--- src/include/lcd_timing_defaults.svh ---
`ifndef LCD_TIMING_DEFAULTS_SVH
`define LCD_TIMING_DEFAULTS_SVH

// horizontal, in pixel clocks
`define LCD_H_DISP  32 // visible pixels per line
`define LCD_H_FRONT 2
`define LCD_H_SYNC  3
`define LCD_H_BACK  3

// vertical, in lines
`define LCD_V_DISP  16 // visible lines per frame
`define LCD_V_FRONT 1
`define LCD_V_SYNC  2
`define LCD_V_BACK  1

// tiny panel so a full frame simulates quickly

`endif

--- src/hw/lcd_pattern_pkg.sv ---
`default_nettype none

package lcd_pattern_pkg;

	// ----------------------------------------
	// raster geometry
	localparam int COORD_W = 11; // up to 2047 pixels or lines

	// pattern select as held in REG_CTRL[2:1]
	typedef enum logic [1:0] {
		PAT_VBAR    = 2'd0, // bars across x
		PAT_HBAR    = 2'd1, // bars down y
		PAT_GRAY    = 2'd2, // y ramp on top, x ramp below
		PAT_PRODUCT = 2'd3  // x*y pattern
	} pattern_mode_e;

	typedef struct packed {
		logic [7:0] r;
		logic [7:0] g;
		logic [7:0] b;
	} rgb_t;

	// ----------------------------------------
	// bar colours, left to right / top to bottom
	localparam rgb_t COL_RED     = 24'hFF0000;
	localparam rgb_t COL_GREEN   = 24'h00FF00;
	localparam rgb_t COL_BLUE    = 24'h0000FF;
	localparam rgb_t COL_WHITE   = 24'hFFFFFF;
	localparam rgb_t COL_BLACK   = 24'h000000; // also the blanking colour
	localparam rgb_t COL_YELLOW  = 24'hFFFF00;
	localparam rgb_t COL_MAGENTA = 24'hFF00FF;
	localparam rgb_t COL_CYAN    = 24'h00FFFF;

	localparam rgb_t bar_palette [8] = '{
		COL_RED, COL_GREEN, COL_BLUE, COL_WHITE,
		COL_BLACK, COL_YELLOW, COL_MAGENTA, COL_CYAN
	};

	// timing generator output, one beat per clock
	typedef struct packed {
		logic               hs;
		logic               vs;
		logic               de;
		logic [COORD_W-1:0] x;           // 0 outside the display area
		logic [COORD_W-1:0] y;
		logic               frame_start; // first clock of a frame
	} raster_pos_t;

	typedef struct packed {
		logic hs;
		logic vs;
		logic de;
		rgb_t rgb;
	} lcd_pixel_t;

	// ----------------------------------------
	// register map and bus responses
	localparam logic [3:0] REG_CTRL    = 4'h0; // [0] enable, [2:1] mode
	localparam logic [3:0] REG_FRAMES  = 4'h4; // read only frame count
	localparam logic [1:0] RESP_OKAY   = 2'b00;
	localparam logic [1:0] RESP_SLVERR = 2'b10;

endpackage

`default_nettype wire

--- src/hw/lcd_raster_timing.sv ---
`timescale 1ns/10ps
`default_nettype none

module lcd_raster_timing
	import lcd_pattern_pkg::*;
#(
	parameter int H_DISP  = 32,
	parameter int H_FRONT = 2,
	parameter int H_SYNC  = 3,
	parameter int H_BACK  = 3,
	parameter int V_DISP  = 16,
	parameter int V_FRONT = 1,
	parameter int V_SYNC  = 2,
	parameter int V_BACK  = 1
)
(
	input  logic        clk,
	input  logic        rst_n,
	output raster_pos_t pos
);

	// ----------------------------------------
	// line and frame geometry
	localparam int H_TOTAL  = H_DISP + H_FRONT + H_SYNC + H_BACK; // clocks per line
	localparam int V_TOTAL  = V_DISP + V_FRONT + V_SYNC + V_BACK; // lines per frame
	localparam int H_CNT_W  = $clog2(H_TOTAL);
	localparam int V_CNT_W  = $clog2(V_TOTAL);
	localparam int HS_BEGIN = H_DISP + H_FRONT;   // sync right after front porch
	localparam int HS_END   = HS_BEGIN + H_SYNC;
	localparam int VS_BEGIN = V_DISP + V_FRONT;
	localparam int VS_END   = VS_BEGIN + V_SYNC;

	logic [H_CNT_W-1:0] h_count; // pixel within line
	logic [V_CNT_W-1:0] v_count; // line within frame
	logic               line_end;
	logic               frame_end;
	logic               h_active;
	logic               v_active;

	assign line_end  = (h_count == H_CNT_W'(H_TOTAL - 1));
	assign frame_end = (v_count == V_CNT_W'(V_TOTAL - 1));

	// ----------------------------------------
	// counters, free running
	always_ff @(posedge clk or negedge rst_n)
	begin
		if (!rst_n)
		begin
			h_count <= '0;
			v_count <= '0;
		end
		else if (line_end)
		begin
			h_count <= '0;
			if (frame_end)
				v_count <= '0; // wrap to top of next frame
			else
				v_count <= v_count + 1'b1;
		end
		else
		begin
			h_count <= h_count + 1'b1;
		end
	end

	// ----------------------------------------
	// window decode
	assign h_active = (h_count < H_DISP);
	assign v_active = (v_count < V_DISP);

	always_comb
	begin
		pos.de = h_active & v_active;
		pos.hs = (h_count >= HS_BEGIN) && (h_count < HS_END);
		pos.vs = (v_count >= VS_BEGIN) && (v_count < VS_END); // whole lines

		// coordinates only mean something inside the picture
		pos.x = pos.de ? COORD_W'(h_count) : '0;
		pos.y = pos.de ? COORD_W'(v_count) : '0;

		// one clock at the top-left corner
		pos.frame_start = (h_count == '0) && (v_count == '0);
	end

endmodule

`default_nettype wire

--- src/hw/lcd_test_pattern.sv ---
`timescale 1ns/10ps
`default_nettype none

module lcd_test_pattern
	import lcd_pattern_pkg::*;
#(
	parameter int H_DISP = 32,
	parameter int V_DISP = 16
)
(
	input  logic          clk,
	input  logic          rst_n,
	input  raster_pos_t   pos,
	input  pattern_mode_e mode,
	input  logic          enable,
	output lcd_pixel_t    out_pixel
);

	// ----------------------------------------
	// bar and ramp geometry
	localparam int H_BAR   = H_DISP / 8; // pixels per vertical bar
	localparam int V_BAR   = V_DISP / 8; // lines per horizontal bar
	localparam int V_SPLIT = V_DISP / 2; // gray ramp switches from y to x here

	logic [2:0]           vbar_idx;
	logic [2:0]           hbar_idx;
	logic [7:0]           gray_lvl;
	logic [2*COORD_W-1:0] prod;    // 22 bits, fits the 24 bit pixel
	rgb_t                 pat_rgb; // colour before blanking

	assign vbar_idx = 3'(pos.x / COORD_W'(H_BAR));
	assign hbar_idx = 3'(pos.y / COORD_W'(V_BAR));

	// top half ramps with y, bottom half with x
	assign gray_lvl = (pos.y < COORD_W'(V_SPLIT)) ? pos.y[7:0] : pos.x[7:0];

	assign prod = pos.x * pos.y;

	// ----------------------------------------
	// colour select
	always_comb
	begin
		case (mode)
			PAT_VBAR:
				pat_rgb = bar_palette[vbar_idx];
			PAT_HBAR:
				pat_rgb = bar_palette[hbar_idx];
			PAT_GRAY:
				pat_rgb = {gray_lvl, gray_lvl, gray_lvl}; // same level in r, g, b
			PAT_PRODUCT:
				pat_rgb = rgb_t'(24'(prod)); // zero extended
			default:
				pat_rgb = COL_BLACK;
		endcase
	end

	// ----------------------------------------
	// output stage, one clock of latency
	always_ff @(posedge clk or negedge rst_n)
	begin
		if (!rst_n)
		begin
			out_pixel <= '0;
		end
		else
		begin
			// syncs ride along with the colour
			out_pixel.hs <= pos.hs;
			out_pixel.vs <= pos.vs;
			out_pixel.de <= pos.de;

			// blank outside picture or when disabled
			if (pos.de && enable)
				out_pixel.rgb <= pat_rgb;
			else
				out_pixel.rgb <= COL_BLACK;
		end
	end

endmodule

`default_nettype wire

--- src/hw/pattern_ctrl_axil.sv ---
`timescale 1ns/10ps
`default_nettype none

module pattern_ctrl_axil
	import lcd_pattern_pkg::*;
(
	input  logic          clk,
	input  logic          rst_n,
	input  logic [3:0]    awaddr,  // write address
	input  logic          awvalid,
	output logic          awready,
	input  logic [31:0]   wdata,   // write data
	input  logic [3:0]    wstrb,
	input  logic          wvalid,
	output logic          wready,
	output logic [1:0]    bresp,   // write response
	output logic          bvalid,
	input  logic          bready,
	input  logic [3:0]    araddr,  // read address
	input  logic          arvalid,
	output logic          arready,
	output logic [31:0]   rdata,   // read data
	output logic [1:0]    rresp,
	output logic          rvalid,
	input  logic          rready,
	input  logic          frame_start,
	output pattern_mode_e active_mode,
	output logic          active_enable
);

	typedef struct packed {
		pattern_mode_e mode;   // bits 2:1
		logic          enable; // bit 0
	} ctrl_reg_t;

	ctrl_reg_t   ctrl_q;    // host view
	ctrl_reg_t   shadow_q;  // pixel path view, frame aligned
	logic [15:0] frame_cnt; // wraps

	logic        aw_held;   // aw taken, waiting for w
	logic        w_held;    // w taken, waiting for aw
	logic [3:0]  aw_addr_q;
	logic [31:0] w_data_q;
	logic [3:0]  w_strb_q;

	logic        resp_busy;
	logic        aw_hs;
	logic        w_hs;
	logic        ar_hs;
	logic        wr_fire;
	logic [3:0]  wr_addr;
	logic [31:0] wr_data;
	logic [3:0]  wr_strb;
	logic [31:0] rd_mux;
	logic [1:0]  rd_resp;

	// ----------------------------------------
	// handshakes, all held off while a response waits
	assign resp_busy = bvalid | rvalid;
	assign awready   = ~aw_held & ~resp_busy;
	assign wready    = ~w_held & ~resp_busy;
	assign arready   = ~resp_busy;

	assign aw_hs = awvalid & awready;
	assign w_hs  = wvalid & wready;
	assign ar_hs = arvalid & arready;

	// both halves in hand, now or from an earlier edge
	assign wr_fire = (aw_held | aw_hs) & (w_held | w_hs);
	assign wr_addr = aw_held ? aw_addr_q : awaddr;
	assign wr_data = w_held ? w_data_q : wdata;
	assign wr_strb = w_held ? w_strb_q : wstrb;

	always_ff @(posedge clk)
	begin
		if (aw_hs)
			aw_addr_q <= awaddr;
		if (w_hs)
		begin
			w_data_q <= wdata;
			w_strb_q <= wstrb;
		end
	end

	// ----------------------------------------
	// write channel
	always_ff @(posedge clk or negedge rst_n)
	begin
		if (!rst_n)
		begin
			aw_held <= 1'b0;
			w_held  <= 1'b0;
			bvalid  <= 1'b0;
			bresp   <= RESP_OKAY;
		end
		else if (wr_fire)
		begin
			aw_held <= 1'b0;
			w_held  <= 1'b0;
			bvalid  <= 1'b1;
			if (wr_addr == REG_CTRL || wr_addr == REG_FRAMES)
				bresp <= RESP_OKAY; // frame count write is ignored
			else
				bresp <= RESP_SLVERR;
		end
		else
		begin
			if (aw_hs)
				aw_held <= 1'b1;
			if (w_hs)
				w_held <= 1'b1;
			if (bvalid && bready)
				bvalid <= 1'b0;
		end
	end

	// ----------------------------------------
	// control register, shadow, frame count
	always_ff @(posedge clk or negedge rst_n)
	begin
		if (!rst_n)
		begin
			ctrl_q    <= '{mode: PAT_VBAR, enable: 1'b0};
			shadow_q  <= '{mode: PAT_VBAR, enable: 1'b0};
			frame_cnt <= '0;
		end
		else
		begin
			if (wr_fire && wr_addr == REG_CTRL && wr_strb[0])
				ctrl_q <= ctrl_reg_t'(wr_data[2:0]);
			if (frame_start)
			begin
				shadow_q  <= ctrl_q; // new mode only from a frame boundary
				frame_cnt <= frame_cnt + 16'd1;
			end
		end
	end

	// first pixel of a frame already sees the value the shadow takes
	assign active_mode   = frame_start ? ctrl_q.mode : shadow_q.mode;
	assign active_enable = frame_start ? ctrl_q.enable : shadow_q.enable;

	// ----------------------------------------
	// read channel
	always_comb
	begin
		rd_mux  = '0;
		rd_resp = RESP_OKAY;
		case (araddr)
			REG_CTRL:
				rd_mux = {29'd0, ctrl_q};
			REG_FRAMES:
				rd_mux = {16'd0, frame_cnt};
			default:
				rd_resp = RESP_SLVERR; // unmapped reads return 0
		endcase
	end

	always_ff @(posedge clk or negedge rst_n)
	begin
		if (!rst_n)
		begin
			rvalid <= 1'b0;
			rresp  <= RESP_OKAY;
			rdata  <= '0;
		end
		else if (ar_hs)
		begin
			rvalid <= 1'b1;
			rresp  <= rd_resp;
			rdata  <= rd_mux;
		end
		else if (rvalid && rready)
		begin
			rvalid <= 1'b0;
		end
	end

endmodule

`default_nettype wire

--- src/hw/lcd_pattern_top.sv ---
`timescale 1ns/10ps
`default_nettype none

`include "lcd_timing_defaults.svh"

module lcd_pattern_top
	import lcd_pattern_pkg::*;
#(
	parameter int H_DISP  = `LCD_H_DISP,
	parameter int H_FRONT = `LCD_H_FRONT,
	parameter int H_SYNC  = `LCD_H_SYNC,
	parameter int H_BACK  = `LCD_H_BACK,
	parameter int V_DISP  = `LCD_V_DISP,
	parameter int V_FRONT = `LCD_V_FRONT,
	parameter int V_SYNC  = `LCD_V_SYNC,
	parameter int V_BACK  = `LCD_V_BACK
)
(
	input  logic        clk,
	input  logic        rst_n,
	input  logic [3:0]  awaddr,  // host bus, AXI4-Lite
	input  logic        awvalid,
	output logic        awready,
	input  logic [31:0] wdata,
	input  logic [3:0]  wstrb,
	input  logic        wvalid,
	output logic        wready,
	output logic [1:0]  bresp,
	output logic        bvalid,
	input  logic        bready,
	input  logic [3:0]  araddr,
	input  logic        arvalid,
	output logic        arready,
	output logic [31:0] rdata,
	output logic [1:0]  rresp,
	output logic        rvalid,
	input  logic        rready,
	output lcd_pixel_t  out_pixel // display side, one pixel per clock
);

	raster_pos_t   pos;           // scan position
	pattern_mode_e active_mode;   // frame aligned mode
	logic          active_enable;

	// ----------------------------------------
	// raster scan
	lcd_raster_timing #(
		.H_DISP(H_DISP), .H_FRONT(H_FRONT), .H_SYNC(H_SYNC), .H_BACK(H_BACK),
		.V_DISP(V_DISP), .V_FRONT(V_FRONT), .V_SYNC(V_SYNC), .V_BACK(V_BACK)
	) u_timing (
		.clk(clk), .rst_n(rst_n), .pos(pos)
	);

	// pixel colour
	lcd_test_pattern #(
		.H_DISP(H_DISP), .V_DISP(V_DISP)
	) u_pattern (
		.clk(clk), .rst_n(rst_n), .pos(pos),
		.mode(active_mode), .enable(active_enable), .out_pixel(out_pixel)
	);

	// host registers
	pattern_ctrl_axil u_ctrl (
		.clk(clk), .rst_n(rst_n),
		.awaddr(awaddr), .awvalid(awvalid), .awready(awready),
		.wdata(wdata), .wstrb(wstrb), .wvalid(wvalid), .wready(wready),
		.bresp(bresp), .bvalid(bvalid), .bready(bready),
		.araddr(araddr), .arvalid(arvalid), .arready(arready),
		.rdata(rdata), .rresp(rresp), .rvalid(rvalid), .rready(rready),
		.frame_start(pos.frame_start), // shadow load and frame count
		.active_mode(active_mode), .active_enable(active_enable)
	);

endmodule

`default_nettype wire

--- config.mk ---
export PLATFORM = sky130hd
export DESIGN_NAME = lcd_pattern_top
export DESIGN_NICKNAME = d
export VERILOG_FILES = /design/src/hw/lcd_pattern_pkg.sv /design/src/hw/lcd_raster_timing.sv /design/src/hw/lcd_test_pattern.sv /design/src/hw/pattern_ctrl_axil.sv /design/src/hw/lcd_pattern_top.sv
export VERILOG_INCLUDE_DIRS = /design/src /design/src/include
export SDC_FILE = /design/constraint.sdc
export NUM_CORES = 1
export LEC_CHECK = 0
export BUFFER_PORTS_ARGS = -buffer_cell sky130_fd_sc_hd__buf_2
export CAP_MARGIN = 30
export CORE_MARGIN = 2
export CORE_UTILIZATION = 35
export CTS_CLUSTER_DIAMETER = 80
export DETAILED_ROUTE_END_ITERATION = 6
export MAX_ROUTING_LAYER = met4
export PLACE_DENSITY = 0.55
export SLEW_MARGIN = 20
export SYNTH_ARGS = -nofsm -noshare
export SYNTH_HDL_FRONTEND = slang
export SYNTH_SLANG_ARGS = --single-unit
--- constraint.sdc ---
create_clock -name clk -period 5.35 [get_ports clk]
set_clock_uncertainty 0.05 [all_clocks]
set_input_delay 0.535 -clock clk [delete_from_list [all_inputs] [get_ports clk]]
set_output_delay 0.535 -clock clk [all_outputs]
set_load 0.03 [all_outputs]
-- Yosys cells after proc, flatten, opt, wreduce, memory -nomap -nowiden
Memory sizes are Yosys's and may differ from the RTL's.
Cells that the tools add are included.
- muxes and demuxes: 27
- eq/ne operators: 7
- shift-type cells: 0
- divide/modulo/power cells: 0
- bitwise logic cells: 15
- add/subtract/negate cells: 3
- reductions and logical operators: 19
- multiply operators: 1
- magnitude comparators: 9
- operators by type and width (operator ; number):
    $mux 24 ; 5
    $pmux 24 s4 ; 1
    $pmux 16 s2 ; 1
    $mux 6 ; 3
    $add 16x1->16 const B ; 1
    $lt 6x6->1 const B ; 2
    $mul 6x5->11 ; 1
    $lt 5x5->1 const B ; 2
    $mux 1 ; 10
    $mux 5 ; 2
    $eq 4x3->1 const B ; 2
    $ge 4x4->1 const B ; 2
    $logic_and 1x1->1 ; 8
    $logic_not 4->1 ; 2
    $not 3->4 ; 2
    $reduce_bool 2->1 ; 4
    $and 1x1->1 ; 7
    $add 6x1->6 const B ; 1
    $eq 6x6->1 const B ; 1
    $ge 6x6->1 const B ; 1
    $logic_not 6->1 ; 1
    $mux 2 ; 3
    $add 5x1->5 const B ; 1
    $eq 5x5->1 const B ; 1
    12 further kinds ; 17
- RAM bits: 0
- input port bits: 51
- memory bits (read-only): 384
- memories: 2
- latch bits: 0
- register bits: 108
- output and inout bits: 68
- memory list (name ; depth ; width ; rd ports ; clocked after memory_dff ; write ports ; RTL line ; source):
    (no name shown) ; 8 ; 24 ; 1 ; 0 ; 0 ; lcd_test_pattern.sv:45 ; pat_rgb = bar_palette[vbar_idx];
    (no name shown) ; 8 ; 24 ; 1 ; 0 ; 0 ; lcd_test_pattern.sv:47 ; pat_rgb = bar_palette[hbar_idx];

-- Longest topological paths before layout
- depth after elaboration: 9
- gate-level depth with buffers: 16
- mapped depth without buffers: 13

-- Modules after synthesis
From an unflattened synthesis, not the netlist that was laid out.
- cells, all modules: 885
- area total of the unflattened synthesis: 8379.3 µm²
- by module, submodules not included (module ; cells each ; area an instance (µm²) ; times used):
    lcd_test_pattern ; 594 ; 5278.8 ; 1
    pattern_ctrl_axil ; 201 ; 2297.2 ; 1
    lcd_raster_timing ; 90 ; 803.3 ; 1

-- Least setup slack after synthesis
Ideal clock, no wire load.
- path kind: flip-flop to flip-flop
- start point: register u_timing.h_count[5]
- end point: register, netlist name u_pattern.out_pixel[8]
- cell stages (with the launch flop): 16
- data required time: 5.164 ns
- period minus slack after synthesis: 4.135 ns
- path slack: 1.215 ns
- arrival time: 3.948 ns
- path buffers: 3
- setup time: 0.136 ns
- path through: dfrtp_1 buf_2 nor2_1 clkbuf_1 clkbuf_1 nand3_1 fa_1 fa_1 fa_1 inv_1 ha_1 a21oi_1 o211ai_1 or3_1 nand3_1 a31oi_1
- RTL lines (what ; RTL line ; source):
    from (decl) ; lcd_raster_timing.sv:33 ; logic [H_CNT_W-1:0] h_count;
    from (signal assigned) ; lcd_raster_timing.sv:62 ; h_count <= h_count + 1'b1;

-- Worst setup path in the final report
- start point: register u_timing.v_count[3]
- end point: register, netlist name u_pattern.out_pixel[8]
- word-level cells in the longest chain between the ends: 9
- ends and longest elaborated chain (what ; RTL line ; source):
    from (decl) ; lcd_raster_timing.sv:34 ; logic [V_CNT_W-1:0] v_count;
    from (signal assigned) ; lcd_raster_timing.sv:58 ; v_count <= v_count + 1'b1;
    parallel branches: the longest is 8 deep, another holds $mul 6x5->11 ; - ;
    $mux 24 * ; lcd_test_pattern.sv:73 ; if (pos.de && enable)
Every way passes the cells marked *. The select of a mux whose other input is x is not followed.
A chain may end at the register's enable or synchronous reset.

==> impl_metrics.xml <==
<?xml version="1.0" encoding="UTF-8"?>
<metrics>
  <group name="outcome">
    <metric name="status" unit="">finished, final reports clean</metric>
  </group>
  <group name="grt">
    <metric name="antenna_found_initial" unit="">0</metric>
    <metric name="first_global_vias" unit="">3410</metric>
    <metric name="globalRoute.totalOverflow" unit="">0</metric>
    <metric name="grt_max_degree" unit="">54</metric>
    <metric name="wire_length_of_the_first_global_routing_pass" unit="mm">16.7</metric>
    <metric name="globalRouteTotalUtil" unit="%">14.5</metric>
  </group>
  <group name="die">
    <metric name="initial_core_util" unit="%">35.5</metric>
    <metric name="floorplan.die_area" unit="sq um">14900</metric>
    <metric name="die-width" unit="um">122</metric>
    <metric name="pin_count" unit="">119</metric>
    <metric name="floorplan.core_area" unit="sq um">13700</metric>
    <metric name="die-height" unit="um">122</metric>
    <metric name="rows" unit="">43</metric>
  </group>
  <group name="clock_tree">
    <metric name="cts_post_setup_buffers_inserted" unit="">0</metric>
    <metric name="cts_tree" unit="">done</metric>
    <metric name="post_cts.resized_instances" unit="">0</metric>
    <metric name="cts_hold_buf" unit="">0</metric>
    <metric name="cts.sink_count" unit="">88</metric>
    <metric name="clock_path_buffers" unit="">2</metric>
    <metric name="tritoncts.num_buffers" unit="">9</metric>
    <metric name="cts_max_level" unit="">3</metric>
    <metric name="root_buffer" unit="">sky130_fd_sc_hd__clkbuf_16</metric>
    <metric name="insertion_delay" unit="ns">0.34</metric>
    <metric name="worst_setup_hold_path_clk_slew" unit="ns">0.07</metric>
  </group>
  <group name="sta">
    <metric name="grt_setup_unrepaired" unit="">no</metric>
    <metric name="setup_total_negative_slack" unit="ns">0</metric>
    <metric name="max_freq" unit="GHz">0.239</metric>
    <metric name="fin_crit" unit="ns">4.18</metric>
    <metric name="setup-violations-final" unit="">0</metric>
    <metric name="slew-limit-headroom" unit="%">39.3</metric>
    <metric name="final_hold_violating_endpoints" unit="">0</metric>
    <metric name="timing_max_transition_violations_final" unit="">0</metric>
    <metric name="tightestPinTransition" unit="ns">0.908</metric>
    <metric name="final.period_utilization" unit="%">78.2</metric>
    <metric name="timing.final.ws_setup" unit="ns">1.17</metric>
  </group>
  <group name="synth">
    <metric name="mappedNetlistArea" unit="sq um">4870</metric>
    <metric name="yosys.cell_types.count" unit="">57</metric>
    <metric name="post-synth-top-area-fraction" unit="%">41.1</metric>
    <metric name="synth_seq_cells" unit="">88</metric>
    <metric name="post_synth_inst_count" unit="">456</metric>
    <metric name="synthFlopType" unit="">sky130_fd_sc_hd__dfrtp_1</metric>
    <metric name="synth.largest_area_cell" unit="">sky130_fd_sc_hd__dfrtp_1</metric>
    <metric name="yosys-top-cells-area" unit="">sky130_fd_sc_hd__dfrtp_1 41%, sky130_fd_sc_hd__ha_1 6.7%, sky130_fd_sc_hd__fa_1 4.9%, sky130_fd_sc_hd__edfxtp_1 4.9%, sky130_fd_sc_hd__buf_4 3.5%</metric>
    <metric name="fraction_of_registers_with_async_set_or_reset_after_synthesis" unit="%">90.9</metric>
    <metric name="synthesized_area_per_cell" unit="sq um">10.7</metric>
    <metric name="yosysWarnings" unit="">0</metric>
    <metric name="synth.yosys.seq_area_share" unit="%">46.0</metric>
    <metric name="number_of_enable_flip_flop_cells_after_synthesis" unit="">8</metric>
  </group>
  <group name="drt">
    <metric name="antenna_left" unit="">0</metric>
    <metric name="drt_first_iter_violations" unit="">199</metric>
    <metric name="drt-vias-per-instance" unit="">5.01</metric>
    <metric name="finalWirelength" unit="mm">10.0</metric>
    <metric name="vias" unit="">3544</metric>
    <metric name="routed_wire_length_per_instance" unit="um">14.1</metric>
    <metric name="remaining_design_rule_violation_count" unit="">0</metric>
    <metric name="drt_pass1_iterations" unit="">4</metric>
  </group>
  <group name="final_layout">
    <metric name="diodes" unit="">0</metric>
    <metric name="final_core_util" unit="%">41.2</metric>
    <metric name="flow.area_growth_from_synthesis" unit="%">15.9</metric>
    <metric name="drive_above_1_share" unit="%">19.7</metric>
    <metric name="postLayoutCellArea" unit="sq um">5650</metric>
    <metric name="final_nets" unit="">612</metric>
  </group>
  <group name="place">
    <metric name="finalWeightedCongestion" unit="">0.830</metric>
    <metric name="post-place-ws" unit="ns">1.19</metric>
    <metric name="place_area" unit="sq um">5330</metric>
    <metric name="hpwlAfterDp" unit="mm">7.35</metric>
    <metric name="portBuffers" unit="">68</metric>
  </group>
  <group name="setup_path">
    <metric name="start_kind" unit="">flop</metric>
    <metric name="timing.critical_path.required" unit="ns">5.49</metric>
    <metric name="cp.arrival" unit="ns">4.33</metric>
    <metric name="setup.worst_path.end_class" unit="">flop</metric>
    <metric name="path_max_fanout" unit="">11</metric>
    <metric name="category_of_the_most_critical_setup_path" unit="">flop to flop</metric>
  </group>
  <group name="pwr">
    <metric name="power-per-cell-area" unit="nW/um^2">299</metric>
    <metric name="cellLeakagePower" unit="nW">2.83</metric>
    <metric name="irDropWorstVdd" unit="mV">0.195</metric>
  </group>
  <group name="job">
    <metric name="drv_cap" unit="">0</metric>
  </group>
  <group name="min_path">
    <metric name="holdCritPathClass" unit="">input pin to asynchronous set/reset pin</metric>
  </group>
</metrics>
==> synthesized netlist by cell type, drive strengths merged, types with 2 or more instances <==
cell / instances
a21oi: 19
a22o: 14
a31oi: 8
and2: 7
and3: 14
and4: 2
buf: 28
clkbuf: 12
conb: 2
dfrtp: 80
edfxtp: 8
fa: 12
ha: 26
inv: 25
mux2: 9
mux2i: 9
nand2: 35
nand2b: 5
nand3: 20
nand4: 7
nor2: 19
nor2b: 2
nor3: 7
nor4: 2
o211ai: 8
o21ai: 21
o21bai: 2
o22ai: 2
or2: 2
or3: 4
xnor2: 16
xor2: 12
==> path summary, 6_finish.rpt <==
check	to	start	slack, ns	depth (start not counted)
min in group clk	u_ctrl.w_data_q[0]$_DFFE_PP_	wdata[0]	0.34	1
min	u_ctrl.shadow_q[2]$_DFFE_PN0P_	rst_n	0.07	1
max	u_pattern.out_pixel[8]$_DFF_PN0_	u_timing.v_count[3]$_DFFE_PN0P_	1.17	13
min reg2reg	u_ctrl.frame_cnt[15]$_DFFE_PN0P_	u_ctrl.frame_cnt[15]$_DFFE_PN0P_	0.42	1
max in group asynchronous	u_pattern.out_pixel[26]$_DFF_PN0_	rst_n	4.59	2
max reg2reg	u_pattern.out_pixel[8]$_DFF_PN0_	u_timing.v_count[3]$_DFFE_PN0P_	1.17	13
==> worst max-delay path: stages (launching register included) <==
cell and delay, ns:
sky130_fd_sc_hd__dfrtp_1 0.59, sky130_fd_sc_hd__nand2b_1 0.20, sky130_fd_sc_hd__nor2_1 0.21, sky130_fd_sc_hd__nand2_1 0.10, sky130_fd_sc_hd__fa_1 0.50, sky130_fd_sc_hd__fa_1 0.52
sky130_fd_sc_hd__fa_1 0.54, sky130_fd_sc_hd__inv_1 0.04, sky130_fd_sc_hd__ha_1 0.34, sky130_fd_sc_hd__a21oi_1 0.27, sky130_fd_sc_hd__o211ai_1 0.15, sky130_fd_sc_hd__or3_1 0.32
sky130_fd_sc_hd__nand3_1 0.11, sky130_fd_sc_hd__a31oi_1 0.10
==> cells in the final DEF, fill, tap and decap left out, types with 4 or more instances in the layout <==
cell type                    n
sky130_fd_sc_hd__mux2i_1     8
sky130_fd_sc_hd__nor3_1      7
sky130_fd_sc_hd__o211ai_1    8
sky130_fd_sc_hd__nand3_1    20
sky130_fd_sc_hd__mux2_2      9
sky130_fd_sc_hd__a22o_1     14
sky130_fd_sc_hd__and3_1     14
sky130_fd_sc_hd__fa_1       12
sky130_fd_sc_hd__xnor2_1    16
sky130_fd_sc_hd__a21oi_1    19
sky130_fd_sc_hd__dfrtp_1    80
sky130_fd_sc_hd__edfxtp_1    8
sky130_fd_sc_hd__inv_1      25
sky130_fd_sc_hd__nand4_1     6
sky130_fd_sc_hd__buf_2      67
sky130_fd_sc_hd__and2_1      7
sky130_fd_sc_hd__or3_1       4
sky130_fd_sc_hd__o21ai_0    19
sky130_fd_sc_hd__nand2_1    35
sky130_fd_sc_hd__xor2_1     12
sky130_fd_sc_hd__ha_1       26
sky130_fd_sc_hd__conb_1     28
sky130_fd_sc_hd__nor2_1     19
sky130_fd_sc_hd__clkbuf_16   9
sky130_fd_sc_hd__a31oi_1     8
sky130_fd_sc_hd__nand2b_1    5
==> cells by family after synthesis <==
| group | after synthesis | share of synthesized area [%] |
|---|---|---|
| flip-flops | 88 | 46.0 |
| AND/OR/NAND/NOR | 131 | 14.2 |
| AO/OA/AOI/OAI | 86 | 11.8 |
| multiplexers | 18 | 4.18 |
| XOR/XNOR | 28 | 5.03 |
| adder cells (fa/ha/maj) | 38 | 11.6 |
| buffers and inverters | 65 | 7.03 |
| other | 2 | 0.154 |
==> registers in the layout, summed over array words and instances (netlist names) <==
name	cells
u_ctrl.aw_addr_q	4
u_ctrl.aw_held	1
u_ctrl.bresp	1
u_ctrl.bvalid	1
u_ctrl.ctrl_q	3
u_ctrl.frame_cnt	16
u_ctrl.rdata	16
u_ctrl.rresp	1
u_ctrl.rvalid	1
u_ctrl.shadow_q	3
u_ctrl.w_data_q	3
u_ctrl.w_held	1
u_ctrl.w_strb_q	1
u_pattern.out_pixel	25
u_timing.h_count	6
u_timing.v_count	5
==> stage by stage <==
step | instances | hold slack (ns) | power [mW]
2_1_floorplan | 482 | 0.189 | 0.948
3_3_place_gp | 691 | 0.410 | 1.01
3_5_place_dp | 692 | 0.414 | 1.02
4_1_cts | 708 | 0.0737 | 1.71
5_1_grt | 708 | 0.0911 | 1.77
6_report | 708 | 0.0700 | 1.69
==> layout make-up <==
| cell class | instances | area [sq um] |
|---|---|---|
| inverters | 25 | 93.8 |
| repair buffers | 70 | 378 |
| flip-flops and latches | 88 | 2240 |
| multi-input cells | 329 | 2390 |
| well taps | 180 | 225 |
| clock inverters | 7 | 100 |
| clock buffers | 9 | 225 |
| fillers | 1359 | 8070 |
==> metal layers <==
| metal | track usage, % | wire length, um | up-vias |
|---|---|---|---|
| li1 | - | - | 1682 |
| met1 | 19.8 | 4690 | 1774 |
| met2 | 22.2 | 4700 | 77 |
| met3 | 2.72 | 518 | 11 |
| met4 | 4.02 | 104 | 0 |
| met5 | - | 0 | - |
==> power by group <==
group          leakage (nW)  switching [mW]  total [mW]  internal [mW]
registers              1.15          0.0362       0.749          0.713
clock network         0.163           0.270       0.685          0.415
logic                  1.51           0.170       0.254         0.0841
No activity file was read; power rests on OpenSTA's default activity.
